$ cat config.mk
export PLATFORM = sky130hd
export DESIGN_NAME = nspc_top
export DESIGN_NICKNAME = d
export VERILOG_FILES = /design/src/nspc_pkg.sv /design/src/nspc_top.sv /design/src/nspc_accum_stage.sv /design/src/nspc_bundle_pe.sv /design/src/nspc_weight_regs.sv
export VERILOG_INCLUDE_DIRS = /design/src /design/src/include
export SDC_FILE = /design/constraint.sdc
export NUM_CORES = 1
export LEC_CHECK = 0
export BUFFER_PORTS_ARGS = -buffer_cell sky130_fd_sc_hd__buf_4
export CAP_MARGIN = 10
export CORE_ASPECT_RATIO = 0.6
export CORE_UTILIZATION = 45
export CTS_CLUSTER_SIZE = 25
export DETAILED_ROUTE_END_ITERATION = 8
export PLACE_DENSITY_LB_ADDON = 0.25
export SLEW_MARGIN = 20
export SYNTH_ARGS = -nofsm -noshare
export SYNTH_HDL_FRONTEND = slang
export SYNTH_SLANG_ARGS = --single-unit
$ cat constraint.sdc
create_clock -name clk -period 6.32 [get_ports clk]
set_input_delay 0.632 -clock clk [delete_from_list [all_inputs] [get_ports clk]]
set_output_delay 0.632 -clock clk [all_outputs]
set_load 0.02 [all_outputs]
$ cat src/include/nspc_cfg.svh
`ifndef NSPC_CFG_SVH
`define NSPC_CFG_SVH

// ********************
// datapath sizes
// ********************
`define NSPC_ACT_W     4
`define NSPC_NUM_IN    8
`define NSPC_BUNDLE    4
`define NSPC_NUM_OUT   2
`define NSPC_OUT_W     8

// bundles per kernel and total bundle PEs
`define NSPC_NUM_BUNDLE (`NSPC_NUM_IN / `NSPC_BUNDLE)
`define NSPC_NUM_PE     (`NSPC_NUM_OUT * `NSPC_NUM_BUNDLE)

// ********************
// configuration map
// ********************
`define NSPC_CFG_AW     5
`define NSPC_NUM_WEIGHT (`NSPC_NUM_OUT * `NSPC_NUM_IN)
`define NSPC_SHIFT_BASE 16
`define NSPC_SHIFT_W    2

`endif
$ cat src/nspc_pkg.sv
package nspc_pkg;

`include "nspc_cfg.svh"

   // one ReLU output, always non-negative
   typedef logic [`NSPC_ACT_W-1:0] act_t;

   // ********************
   // configuration word views
   // ********************

   // n3 counts copies of activation bit 3 (0..8), n2 copies of bit 2 (0..4)
   typedef struct packed {
      logic       sign;
      logic [3:0] n3;
      logic [2:0] n2;
   } weight_code_t;

   // only the low bits carry the bundle shift
   typedef struct packed {
      logic [7-`NSPC_SHIFT_W:0] rsvd;
      logic [`NSPC_SHIFT_W-1:0] amount;
   } shift_code_t;

   // address selects which view of cfg_data is stored
   typedef union packed {
      weight_code_t weight;
      shift_code_t  shift;
   } cfg_word_u;

   // partials and outputs wrap at this width
   typedef logic signed [`NSPC_OUT_W-1:0] sum_t;

endpackage

$ cat src/nspc_top.sv
`timescale 1ns/1ps

`include "nspc_cfg.svh"

module nspc_top (
   input  logic                              clk,
   input  logic                              rst_n,
   input  logic                              in_valid,
   output logic                              in_ready,
   input  logic [`NSPC_NUM_IN*`NSPC_ACT_W-1:0] in_data,
   output logic                              out_valid,
   input  logic                              out_ready,
   output nspc_pkg::sum_t                    out_y0,
   output nspc_pkg::sum_t                    out_y1,
   input  logic                              cfg_valid,
   input  logic [`NSPC_CFG_AW-1:0]           cfg_addr,
   input  nspc_pkg::cfg_word_u               cfg_data
);

   localparam int BUNDLE_BITS = `NSPC_BUNDLE * `NSPC_ACT_W;

   nspc_pkg::weight_code_t [`NSPC_NUM_WEIGHT-1:0]   weights;
   logic [`NSPC_NUM_PE-1:0][`NSPC_SHIFT_W-1:0]      shifts;
   nspc_pkg::sum_t [`NSPC_NUM_PE-1:0]               partials;
   logic                                            s1_load;

   // ********************
   // configuration
   // ********************
   nspc_weight_regs u_weight_regs (
      .clk       (clk),
      .rst_n     (rst_n),
      .cfg_valid (cfg_valid),
      .cfg_addr  (cfg_addr),
      .cfg_data  (cfg_data),
      .weights   (weights),
      .shifts    (shifts)
   );

   // ********************
   // bundle PEs
   // ********************

   // bundle 0 takes the upper half of in_data
   for (genvar k = 0; k < `NSPC_NUM_OUT; k++) begin : g_kernel
      for (genvar b = 0; b < `NSPC_NUM_BUNDLE; b++) begin : g_bundle
         nspc_bundle_pe u_pe (
            .clk     (clk),
            .rst_n   (rst_n),
            .load    (s1_load),
            .acts    (in_data[(`NSPC_NUM_BUNDLE-1-b)*BUNDLE_BITS +: BUNDLE_BITS]),
            .weights (weights[k*`NSPC_NUM_IN + b*`NSPC_BUNDLE +: `NSPC_BUNDLE]),
            .shift   (shifts[k*`NSPC_NUM_BUNDLE + b]),
            .partial (partials[k*`NSPC_NUM_BUNDLE + b])
         );
      end
   end

   // ********************
   // kernel sums and handshake
   // ********************
   nspc_accum_stage u_accum_stage (
      .clk       (clk),
      .rst_n     (rst_n),
      .in_valid  (in_valid),
      .in_ready  (in_ready),
      .s1_load   (s1_load),
      .partials  (partials),
      .out_valid (out_valid),
      .out_ready (out_ready),
      .out_y0    (out_y0),
      .out_y1    (out_y1)
   );

endmodule

$ cat src/nspc_accum_stage.sv
`timescale 1ns/1ps

`include "nspc_cfg.svh"

module nspc_accum_stage (
   input  logic                                 clk,
   input  logic                                 rst_n,
   input  logic                                 in_valid,
   output logic                                 in_ready,
   output logic                                 s1_load,
   input  nspc_pkg::sum_t [`NSPC_NUM_PE-1:0]    partials,
   output logic                                 out_valid,
   input  logic                                 out_ready,
   output nspc_pkg::sum_t                       out_y0,
   output nspc_pkg::sum_t                       out_y1
);

   logic s1_valid;
   logic s2_load;

   // ********************
   // flow control
   // ********************

   // out_valid doubles as the stage 2 valid flag
   assign s2_load  = !out_valid || out_ready;
   assign s1_load  = !s1_valid || s2_load;
   assign in_ready = s1_load;

   always_ff @(posedge clk or negedge rst_n) begin
      if (!rst_n) begin
         s1_valid  <= 1'b0;
         out_valid <= 1'b0;
      end else begin
         if (s1_load) begin
            s1_valid <= in_valid;
         end
         if (s2_load) begin
            out_valid <= s1_valid;
         end
      end
   end

   // ********************
   // kernel sums
   // ********************

   // partials are ordered kernel 0 bundle 0, kernel 0 bundle 1, kernel 1 ...
   always_ff @(posedge clk or negedge rst_n) begin
      if (!rst_n) begin
         out_y0 <= '0;
         out_y1 <= '0;
      end else if (s2_load && s1_valid) begin
         out_y0 <= partials[0] + partials[1];
         out_y1 <= partials[2] + partials[3];
      end
   end

endmodule

$ cat src/nspc_bundle_pe.sv
`timescale 1ns/1ps

`include "nspc_cfg.svh"

module nspc_bundle_pe (
   input  logic                                          clk,
   input  logic                                          rst_n,
   input  logic                                          load,
   input  logic [`NSPC_BUNDLE*`NSPC_ACT_W-1:0]           acts,
   input  nspc_pkg::weight_code_t [`NSPC_BUNDLE-1:0]     weights,
   input  logic [`NSPC_SHIFT_W-1:0]                      shift,
   output nspc_pkg::sum_t                                partial
);

   nspc_pkg::sum_t bundle_sum;

   // ********************
   // tap counting
   // ********************

   // masking the counts with the activation bit replaces the multiply
   function automatic nspc_pkg::sum_t tap_term(input nspc_pkg::act_t a,
                                               input nspc_pkg::weight_code_t w);
      nspc_pkg::sum_t taps3;
      nspc_pkg::sum_t taps2;
      nspc_pkg::sum_t mag;
      taps3 = nspc_pkg::sum_t'(w.n3 & {4{a[3]}});
      taps2 = nspc_pkg::sum_t'(w.n2 & {3{a[2]}});
      mag   = taps3 + taps2;
      return w.sign ? -mag : mag;
   endfunction

   // activation 0 of the bundle sits in the top nibble
   always_comb begin
      bundle_sum = '0;
      for (int j = 0; j < `NSPC_BUNDLE; j++) begin
         bundle_sum = bundle_sum
                    + tap_term(acts[(`NSPC_BUNDLE-1-j)*`NSPC_ACT_W +: `NSPC_ACT_W],
                               weights[j]);
      end
   end

   // ********************
   // stage 1 register
   // ********************
   always_ff @(posedge clk or negedge rst_n) begin
      if (!rst_n) begin
         partial <= '0;
      end else if (load) begin
         partial <= bundle_sum <<< shift;   // wraps at 8 bits
      end
   end

endmodule

$ cat src/nspc_weight_regs.sv
`timescale 1ns/1ps

`include "nspc_cfg.svh"

module nspc_weight_regs (
   input  logic                                              clk,
   input  logic                                              rst_n,
   input  logic                                              cfg_valid,
   input  logic [`NSPC_CFG_AW-1:0]                           cfg_addr,
   input  nspc_pkg::cfg_word_u                               cfg_data,
   output nspc_pkg::weight_code_t [`NSPC_NUM_WEIGHT-1:0]     weights,
   output logic [`NSPC_NUM_PE-1:0][`NSPC_SHIFT_W-1:0]        shifts
);

   localparam int WIDX_W = $clog2(`NSPC_NUM_WEIGHT);
   localparam int SIDX_W = $clog2(`NSPC_NUM_PE);

   logic                   weight_hit;
   logic                   shift_hit;
   logic [`NSPC_CFG_AW-1:0] shift_offset;

   // ********************
   // address decode
   // ********************
   assign shift_offset = cfg_addr - `NSPC_CFG_AW'(`NSPC_SHIFT_BASE);
   assign weight_hit   = cfg_valid && (cfg_addr < `NSPC_CFG_AW'(`NSPC_NUM_WEIGHT));
   assign shift_hit    = cfg_valid && (cfg_addr >= `NSPC_CFG_AW'(`NSPC_SHIFT_BASE))
                         && (shift_offset < `NSPC_CFG_AW'(`NSPC_NUM_PE));

   // weight codes, index is kernel * NUM_IN + input
   always_ff @(posedge clk or negedge rst_n) begin
      if (!rst_n) begin
         weights <= '0;
      end else if (weight_hit) begin
         weights[cfg_addr[WIDX_W-1:0]] <= cfg_data.weight;
      end
   end

   // bundle shifts, index is kernel * NUM_BUNDLE + bundle
   always_ff @(posedge clk or negedge rst_n) begin
      if (!rst_n) begin
         shifts <= '0;
      end else if (shift_hit) begin
         // reserved bits of the shift view are not stored
         shifts[shift_offset[SIDX_W-1:0]] <= cfg_data.shift.amount;
      end
   end

endmodule

==> results of run 1 <==
final cells by class:
type	count	area share
clock buffers	17	0.0266
clock inverters	15	0.0114
inverters	159	0.0373
multi-input cells	1079	0.576
flip-flops and latches	186	0.291
well taps	416	0.0325
repair buffers	54	0.0257
cell families after synthesis:
family,share of synthesized area
and+or+nand+nor,0.136
AOI/OAI and AO/OA,0.108
buffers and inverters,0.0516
DFF,0.318
adders and majority gates,0.192
muxes,0.119
xor gates and xnor gates,0.0753
power by group through the flow:
stage	sequential, uW	clock [uW]	combinational, uW
finish	1760	1130	5030
floorplan	1740	0	3750
CTS	1760	1160	5030
detailed placement	1780	0	4980
global route	1810	1210	5680
global placement	1770	0	4870
layout by cell type, fill, tap and decap left out, types with 54 or more instances in the layout:
master / count
dfrtp_1: 186
inv_1: 157
mux2_2: 136
nand2_1: 121
ha_1: 106
and2_1: 88
xnor2_1: 76
fa_1: 74
a21oi_1: 70
o21ai_0: 57
nor2_1: 54
path summary, 6_finish.rpt:
path                                                                        to  cells after the start  slack, ps
setup / recovery           g_kernel[0].g_bundle[0].u_pe.partial[7]$_DFFE_PN0P_                     19       1360
hold / removal                             u_accum_stage.out_y0[2]$_DFFE_PN0P_                      1        200
setup reg to reg           g_kernel[0].g_bundle[0].u_pe.partial[7]$_DFFE_PN0P_                     19       1360
hold reg to reg                            u_accum_stage.out_valid$_DFFE_PN0N_                      2        480
max in group asynchronous                u_weight_regs.weights[64]$_DFFE_PN0P_                      2       4670
min in group clk                            u_accum_stage.s1_valid$_DFFE_PN0P_                      2        370
critical path: cells and delay by family, from the launching register on:
family                   cells  cell delay (ps)
multiplexers                 1              380
flip-flops                   1              380
adder cells (fa/ha/maj)      7             2370
XOR/XNOR                     1              200
buffers and inverters        3              250
AO/OA/AOI/OAI                3              440
AND/OR/NAND/NOR              4              800
routing by layer:
layer  vias to the layer above  routed length (um)  GRT usage
met3                        31                1390     0.0379
met5                         -                   0          0
li1                       5002                   -          -
met2                       155               13400      0.297
met4                         0                 374     0.0474
met1                      4938               18600      0.338
cells in the mapped netlist, drive strengths merged, types with 21 or more instances:
library cell / instances / share of area
o21ai: 59 / 0.020
clkbuf: 40 / 0.010
nor2: 55 / 0.014
mux2: 136 / 0.10
xor2: 36 / 0.023
mux2i: 21 / 0.014
fa: 74 / 0.10
inv: 157 / 0.040
ha: 106 / 0.091
a21oi: 71 / 0.025
nor2b: 33 / 0.014
nand2: 127 / 0.034
xnor2: 77 / 0.047
and2: 88 / 0.038
dfrtp: 186 / 0.32
stage by stage:
step           setup WS [ps]  hold slack, ps  std cells  power (uW)   util
5_1_grt                 1050             258       1926        8700  0.507
3_3_place_gp            1120             456       1894        6640  0.488
2_1_floorplan           1610             336       1466        5500      -
4_1_cts                 1360             238       1926        7950  0.507
6_report                1360             197       1926        7920  0.507
3_5_place_dp             983             467       1894        6760  0.488
flip-flops by register name, summed over array words and instances (netlist names):
name,flops
u_weight_regs.shifts,8
g_kernel.g_bundle.u_pe.partial,32
u_accum_stage.s1_valid,1
u_accum_stage.out_y1,8
u_weight_regs.weights,128
u_accum_stage.out_valid,1
u_accum_stage.out_y0,8
==> run_results.csv, run 1 <==
group,metric,value,unit
outcome,status,"finished clean",
floorplanning,start_util,0.463,
floorplanning,die-height,142,um
clocking,ctsHtreeMaxLevel,4,
clocking,cts_buffers,17,
floorplanning,dieArea,33300,um^2
grt,antenna_found_initial,0,
timing,period_share,0.784,
timing,setup_tns,0,ps
logic_synthesis,synthDistinctLibCells,53,
setup_path,crit_start,"u_weight_regs.weights[8]$_DFFE_PN0P_",
worst_hold_path,worstHoldPathType,"input pin to asynchronous set/reset pin",
grt,grt_pass1_vias,9891,
clocking,cts.path.max_buffers,2,
setup_path,crit_path_top_delay_cell,"fa_1",
routing,drt_first_pass_iters,5,
setup_path,worst_setup_path_start_kind,"flip-flop",
power_and_ir_drop,clockPowerShare,0.143,
logic_synthesis,synth_ff_type,"dfrtp_1",
timing,final-hold-violation-count,0,
timing,finClkSkew,9.44,ps
logic_synthesis,syn_area,14600,um^2
setup_path,critPathKind,"flip-flop to flip-flop",
timing,rsz0062_at_grt,"false",
floorplanning,pin_count,68,
finish,layout-drive-gt1-share,0.164,
power_and_ir_drop,power_switching,3590,uW
place,portBuffers,51,
clocking,hold_buffers,0,
power_and_ir_drop,powerDensity,495,nW/um^2
finish,nets,1727,
logic_synthesis,synth_nets,1696,
routing,wire_per_inst,17.6,um
logic_synthesis,synth_edf_count,0,
finish,postLayoutCellArea,16000,um^2
power_and_ir_drop,p_leak,0.00765,uW
setup_path,crit_arrival,5290,ps
setup_path,cpPeakStageDelay,540,ps
grt,grt_usage,0.213,
clocking,cts_sinks,186,
clocking,post_cts_buffers,0,
power_and_ir_drop,irDropWorstVdd,377,uV
finish,final-seq-area,4650,um^2
routing,routed_wl,33800,um
logic_synthesis,syn_inst,1466,
logic_synthesis,yosys_register_bits,186,
grt,grt.overflow.total,0,
logic_synthesis,synth_warnings,0,
setup_path,r2r-start,"u_weight_regs.weights[8]$_DFFE_PN0P_",
routing,drc,0,
floorplanning,die_w,235,um
timing,finalMaxSlewViolations,0,
power_and_ir_drop,power_frac_comb,0.635,
grt,grt_pass1_wl,54700,um
setup_path,path_max_fanout,3,
place,place_area,15400,um^2
floorplanning,fp.coreArea,31600,um^2
floorplanning,rows,50,
routing,vias,10100,
logic_synthesis,syn_avg_cell_area,9.98,um^2
timing,setup_viol,0,
timing,slew_headroom,0.314,
finish,multi_input_area,9230,um^2
logic_synthesis,synth-async-reset-ratio,1.00,
place,hpwl,25600,um
routing,viasPerCell,5.26,
timing,worst_pin_slew,1020,ps
routing,ant_nets,0,
finish,syn2layout_area_growth,9.46,%
power_and_ir_drop,internal_power,4330,uW
power_and_ir_drop,seq_power_share,0.222,
clocking,clockRootBuffer,"clkbuf_16",
timing,min_period,4960,ps
finish,num_antenna_cells,0,
setup_path,crit_path_frequent_cell,"fa_1",
finish,fillers,2861,
setup_path,endpoint_kind,"flip-flop",
place,gp_congestion,0.910,
power_and_ir_drop,swShare,0.453,
logic_synthesis,yosysSeqAreaShare,0.318,
grt,grt_max_degree,87,
clocking,ctsResizeCount,0,
timing,clock.fmax,202,MHz
run,drv_cap,0,
setup_path,worstPathRequired,6650,ps
clocking,tritoncts,"done",
clocking,clkTransAtPathRegs,80,ps
routing,drtIter0Drc,570,
setup_path,crit_chain,"and2_1 > ha_1 > fa_1 > inv_1 > ha_1 > mux2i_1 > fa_1 > inv_1 > fa_1 > ha_1 > inv_1 > fa_1 > nor2b_1 > o21ai_0 > a21boi_0 > or4_1 > nand3_1 > xor2_1 > a22oi_2",
clocking,clock_latency,450,ps
Power figures use the tool's default switching activity.
==> run 2, diff against run 1 <==
==> constraint.sdc (replaced) <==
create_clock -name clk -period 4.8 [get_ports clk]
set_input_delay 0.48 -clock clk [delete_from_list [all_inputs] [get_ports clk]]
set_output_delay 0.48 -clock clk [all_outputs]
set_load 0.02 [all_outputs]
==> run 2 against run 1 <==
Against the previous run:
- worst hold slack worse by 110 ps
- flip-flop and latch count stayed put
- final area is 11% higher
- via count is 5.5% higher
- power is 55% higher
- first-iteration DRC count is 10% higher
- die area stayed put
- register-to-register slack worse by 1300 ps
- fmax is 4.6% higher
- global-route usage is 0.46 points higher
- sequential power is 32% higher
- critical path type unchanged
==> run_results.csv, run 2 (synthesis gave the netlist of run 1 again) <==
group,metric,value,unit
outcome,status,"finished clean",
power_and_ir_drop,powerDensity,692,nW/um^2
finish,fin_cells,2041,
clocking,clockRootBuffer,"clkbuf_16",
finish,final-seq-area,4650,um^2
routing,drtIter0Drc,628,
grt,grt_usage,0.218,
timing,rsz0062_at_grt,"true",
timing,hold_ws,86.2,ps
clocking,clkTransAtPathRegs,70,ps
routing,ant_nets,0,
finish,num_antenna_cells,0,
clocking,cts.path.max_buffers,2,
timing,setup_viol,0,
grt,antenna_found_initial,0,
floorplanning,start_util,0.463,
finish,largestRegisters,"u_weight_regs.weights (128), g_kernel.g_bundle.u_pe.partial (32)",
timing,finClkSkew,18.8,ps
timing,final-hold-violation-count,0,
place,portBuffers,51,
floorplanning,die-height,142,um
clocking,tritoncts,"done",
routing,vias,10700,
place,hpwl,26500,um
floorplanning,dieArea,33300,um^2
floorplanning,rows,50,
routing,wire_per_inst,17.5,um
clocking,ctsHtreeMaxLevel,4,
timing,period_share,0.987,
finish,postLayoutCellArea,17700,um^2
worst_hold_path,worstHoldPathType,"input pin to asynchronous set/reset pin",
finish,largest_reg_flops,128,
setup_path,path_max_fanout,3,
finish,post-route-util,0.562,
floorplanning,fp.coreArea,31600,um^2
place,dp.cells,1992,
setup_path,crit_arrival,5070,ps
setup_path,cpPeakStageDelay,640,ps
routing,drt_first_pass_iters,5,
timing,worst_pin_slew,889,ps
timing,clock.fmax,211,MHz
finish,syn2layout_area_growth,21.2,%
clocking,cts_sinks,186,
clocking,clock_latency,460,ps
timing,slew_headroom,0.406,
run,drv_cap,0,
setup_path,crit_chain,"and2_4 > ha_4 > fa_2 > inv_2 > ha_4 > mux2i_2 > fa_2 > inv_2 > fa_1 > ha_2 > inv_2 > fa_2 > nor2b_2 > o21ai_2 > a21oi_2 > or4_1 > nand3_1 > xor2_1 > buf_4 > a22oi_2",
grt,grt_pass1_vias,10400,
timing,finalMaxSlewViolations,0,
finish,largest-register,"u_weight_regs.weights",
timing,min_period,4740,ps
floorplanning,pin_count,68,
grt,grt_pass1_wl,56300,um
finish,fillers,2697,
finish,layout_common_cells,"186 x dfrtp_1, 161 x buf_4, 141 x inv_1",
finish,layout_commonest_cell,"dfrtp_1",
power_and_ir_drop,irDropWorstVdd,444,uV
place,gp_congestion,0.924,
routing,drc,0,
routing,routed_wl,35700,um
setup_path,critPathKind,"flip-flop to flip-flop",
place,place_area,16200,um^2
setup_path,crit_path_top_delay_cell,"fa_2",
finish,nets,1842,
setup_path,endpoint_kind,"flip-flop",
finish,layout-drive-gt1-share,0.324,
grt,grt_max_degree,105,
floorplanning,die_w,235,um
setup_path,worstPathRequired,5130,ps
routing,viasPerCell,5.24,
setup_path,worst_setup_path_start_kind,"flip-flop",
power_and_ir_drop,p_leak,0.00837,uW
finish,multi_input_area,10100,um^2
clocking,cts_buffers,17,
grt,grt.overflow.total,0,
run 2: per-stage QoR:
stage | TNS [ps] | power (uW) | setup slack (ps)
4_1_cts | 0 | 11300 | 2.01
2_1_floorplan | 0 | 7240 | 239
5_1_grt | -252 | 13400 | -119
3_3_place_gp | -1880 | 9600 | -251
3_5_place_dp | -3350 | 9780 | -371
6_report | 0 | 12300 | 62.3
run 2: power by group:
part | switching [uW] | leakage [uW] | internal [uW] | total, uW
sequential | 312 | 0.00234 | 2020 | 2330
clock | 671 | 0.000258 | 670 | 1340
combinational | 4350 | 0.00577 | 4260 | 8610
total | 5340 | 0.00837 | 6940 | 12300
run 2: per-layer routing:
| metal | wire, um | vias to the layer above | track usage |
|---|---|---|---|
| li1 | - | 5209 | - |
| met1 | 19000 | 5250 | 0.344 |
| met2 | 14700 | 198 | 0.307 |
| met3 | 1660 | 30 | 0.0401 |
| met4 | 387 | 0 | 0.0422 |
| met5 | 0 | - | 0 |
run 2: cell type report:
class	count	share of cell area
tap	416	0.0293
clock buffer	17	0.0240
inverter	159	0.0336
sequential	186	0.262
timing repair buffer	169	0.0753
multi-input combinational	1079	0.569
clock inverter	15	0.00663
run 2: repair_timing:
item / CTS / global route
buffers inserted: 4 / 19
gates resized for setup: 12 / 180
cloned: 0 / 0
pin swaps: 8 / 106
setup endpoints to repair: 6 / 14
hold buffers: 0 / 0
run 2: final timing paths:
path / start / end / slack [ps] / cells after the start
max in group asynchronous: rst_n / u_weight_regs.weights[74]$_DFFE_PN0P_ / 3770 / 2
hold reg to reg: u_accum_stage.out_y1[1]$_DFFE_PN0P_ / u_accum_stage.out_y1[1]$_DFFE_PN0P_ / 480 / 2
hold / removal: rst_n / u_accum_stage.out_y0[3]$_DFFE_PN0P_ / 90 / 1
setup / recovery: u_weight_regs.weights[88]$_DFFE_PN0P_ / g_kernel[1].g_bundle[0].u_pe.partial[7]$_DFFE_PN0P_ / 60 / 20
setup reg to reg: u_weight_regs.weights[88]$_DFFE_PN0P_ / g_kernel[1].g_bundle[0].u_pe.partial[7]$_DFFE_PN0P_ / 60 / 20
min in group clk: in_valid / u_accum_stage.s1_valid$_DFFE_PN0P_ / 210 / 2
run 2: critical path, delay by kind of cell (launching register included):
family	cells	cell delay, ps
flip-flops	1	380
AO/OA/AOI/OAI	3	350
multiplexers	1	70
adder cells (fa/ha/maj)	7	2490
AND/OR/NAND/NOR	4	820
buffers and inverters	4	310
XOR/XNOR	1	170
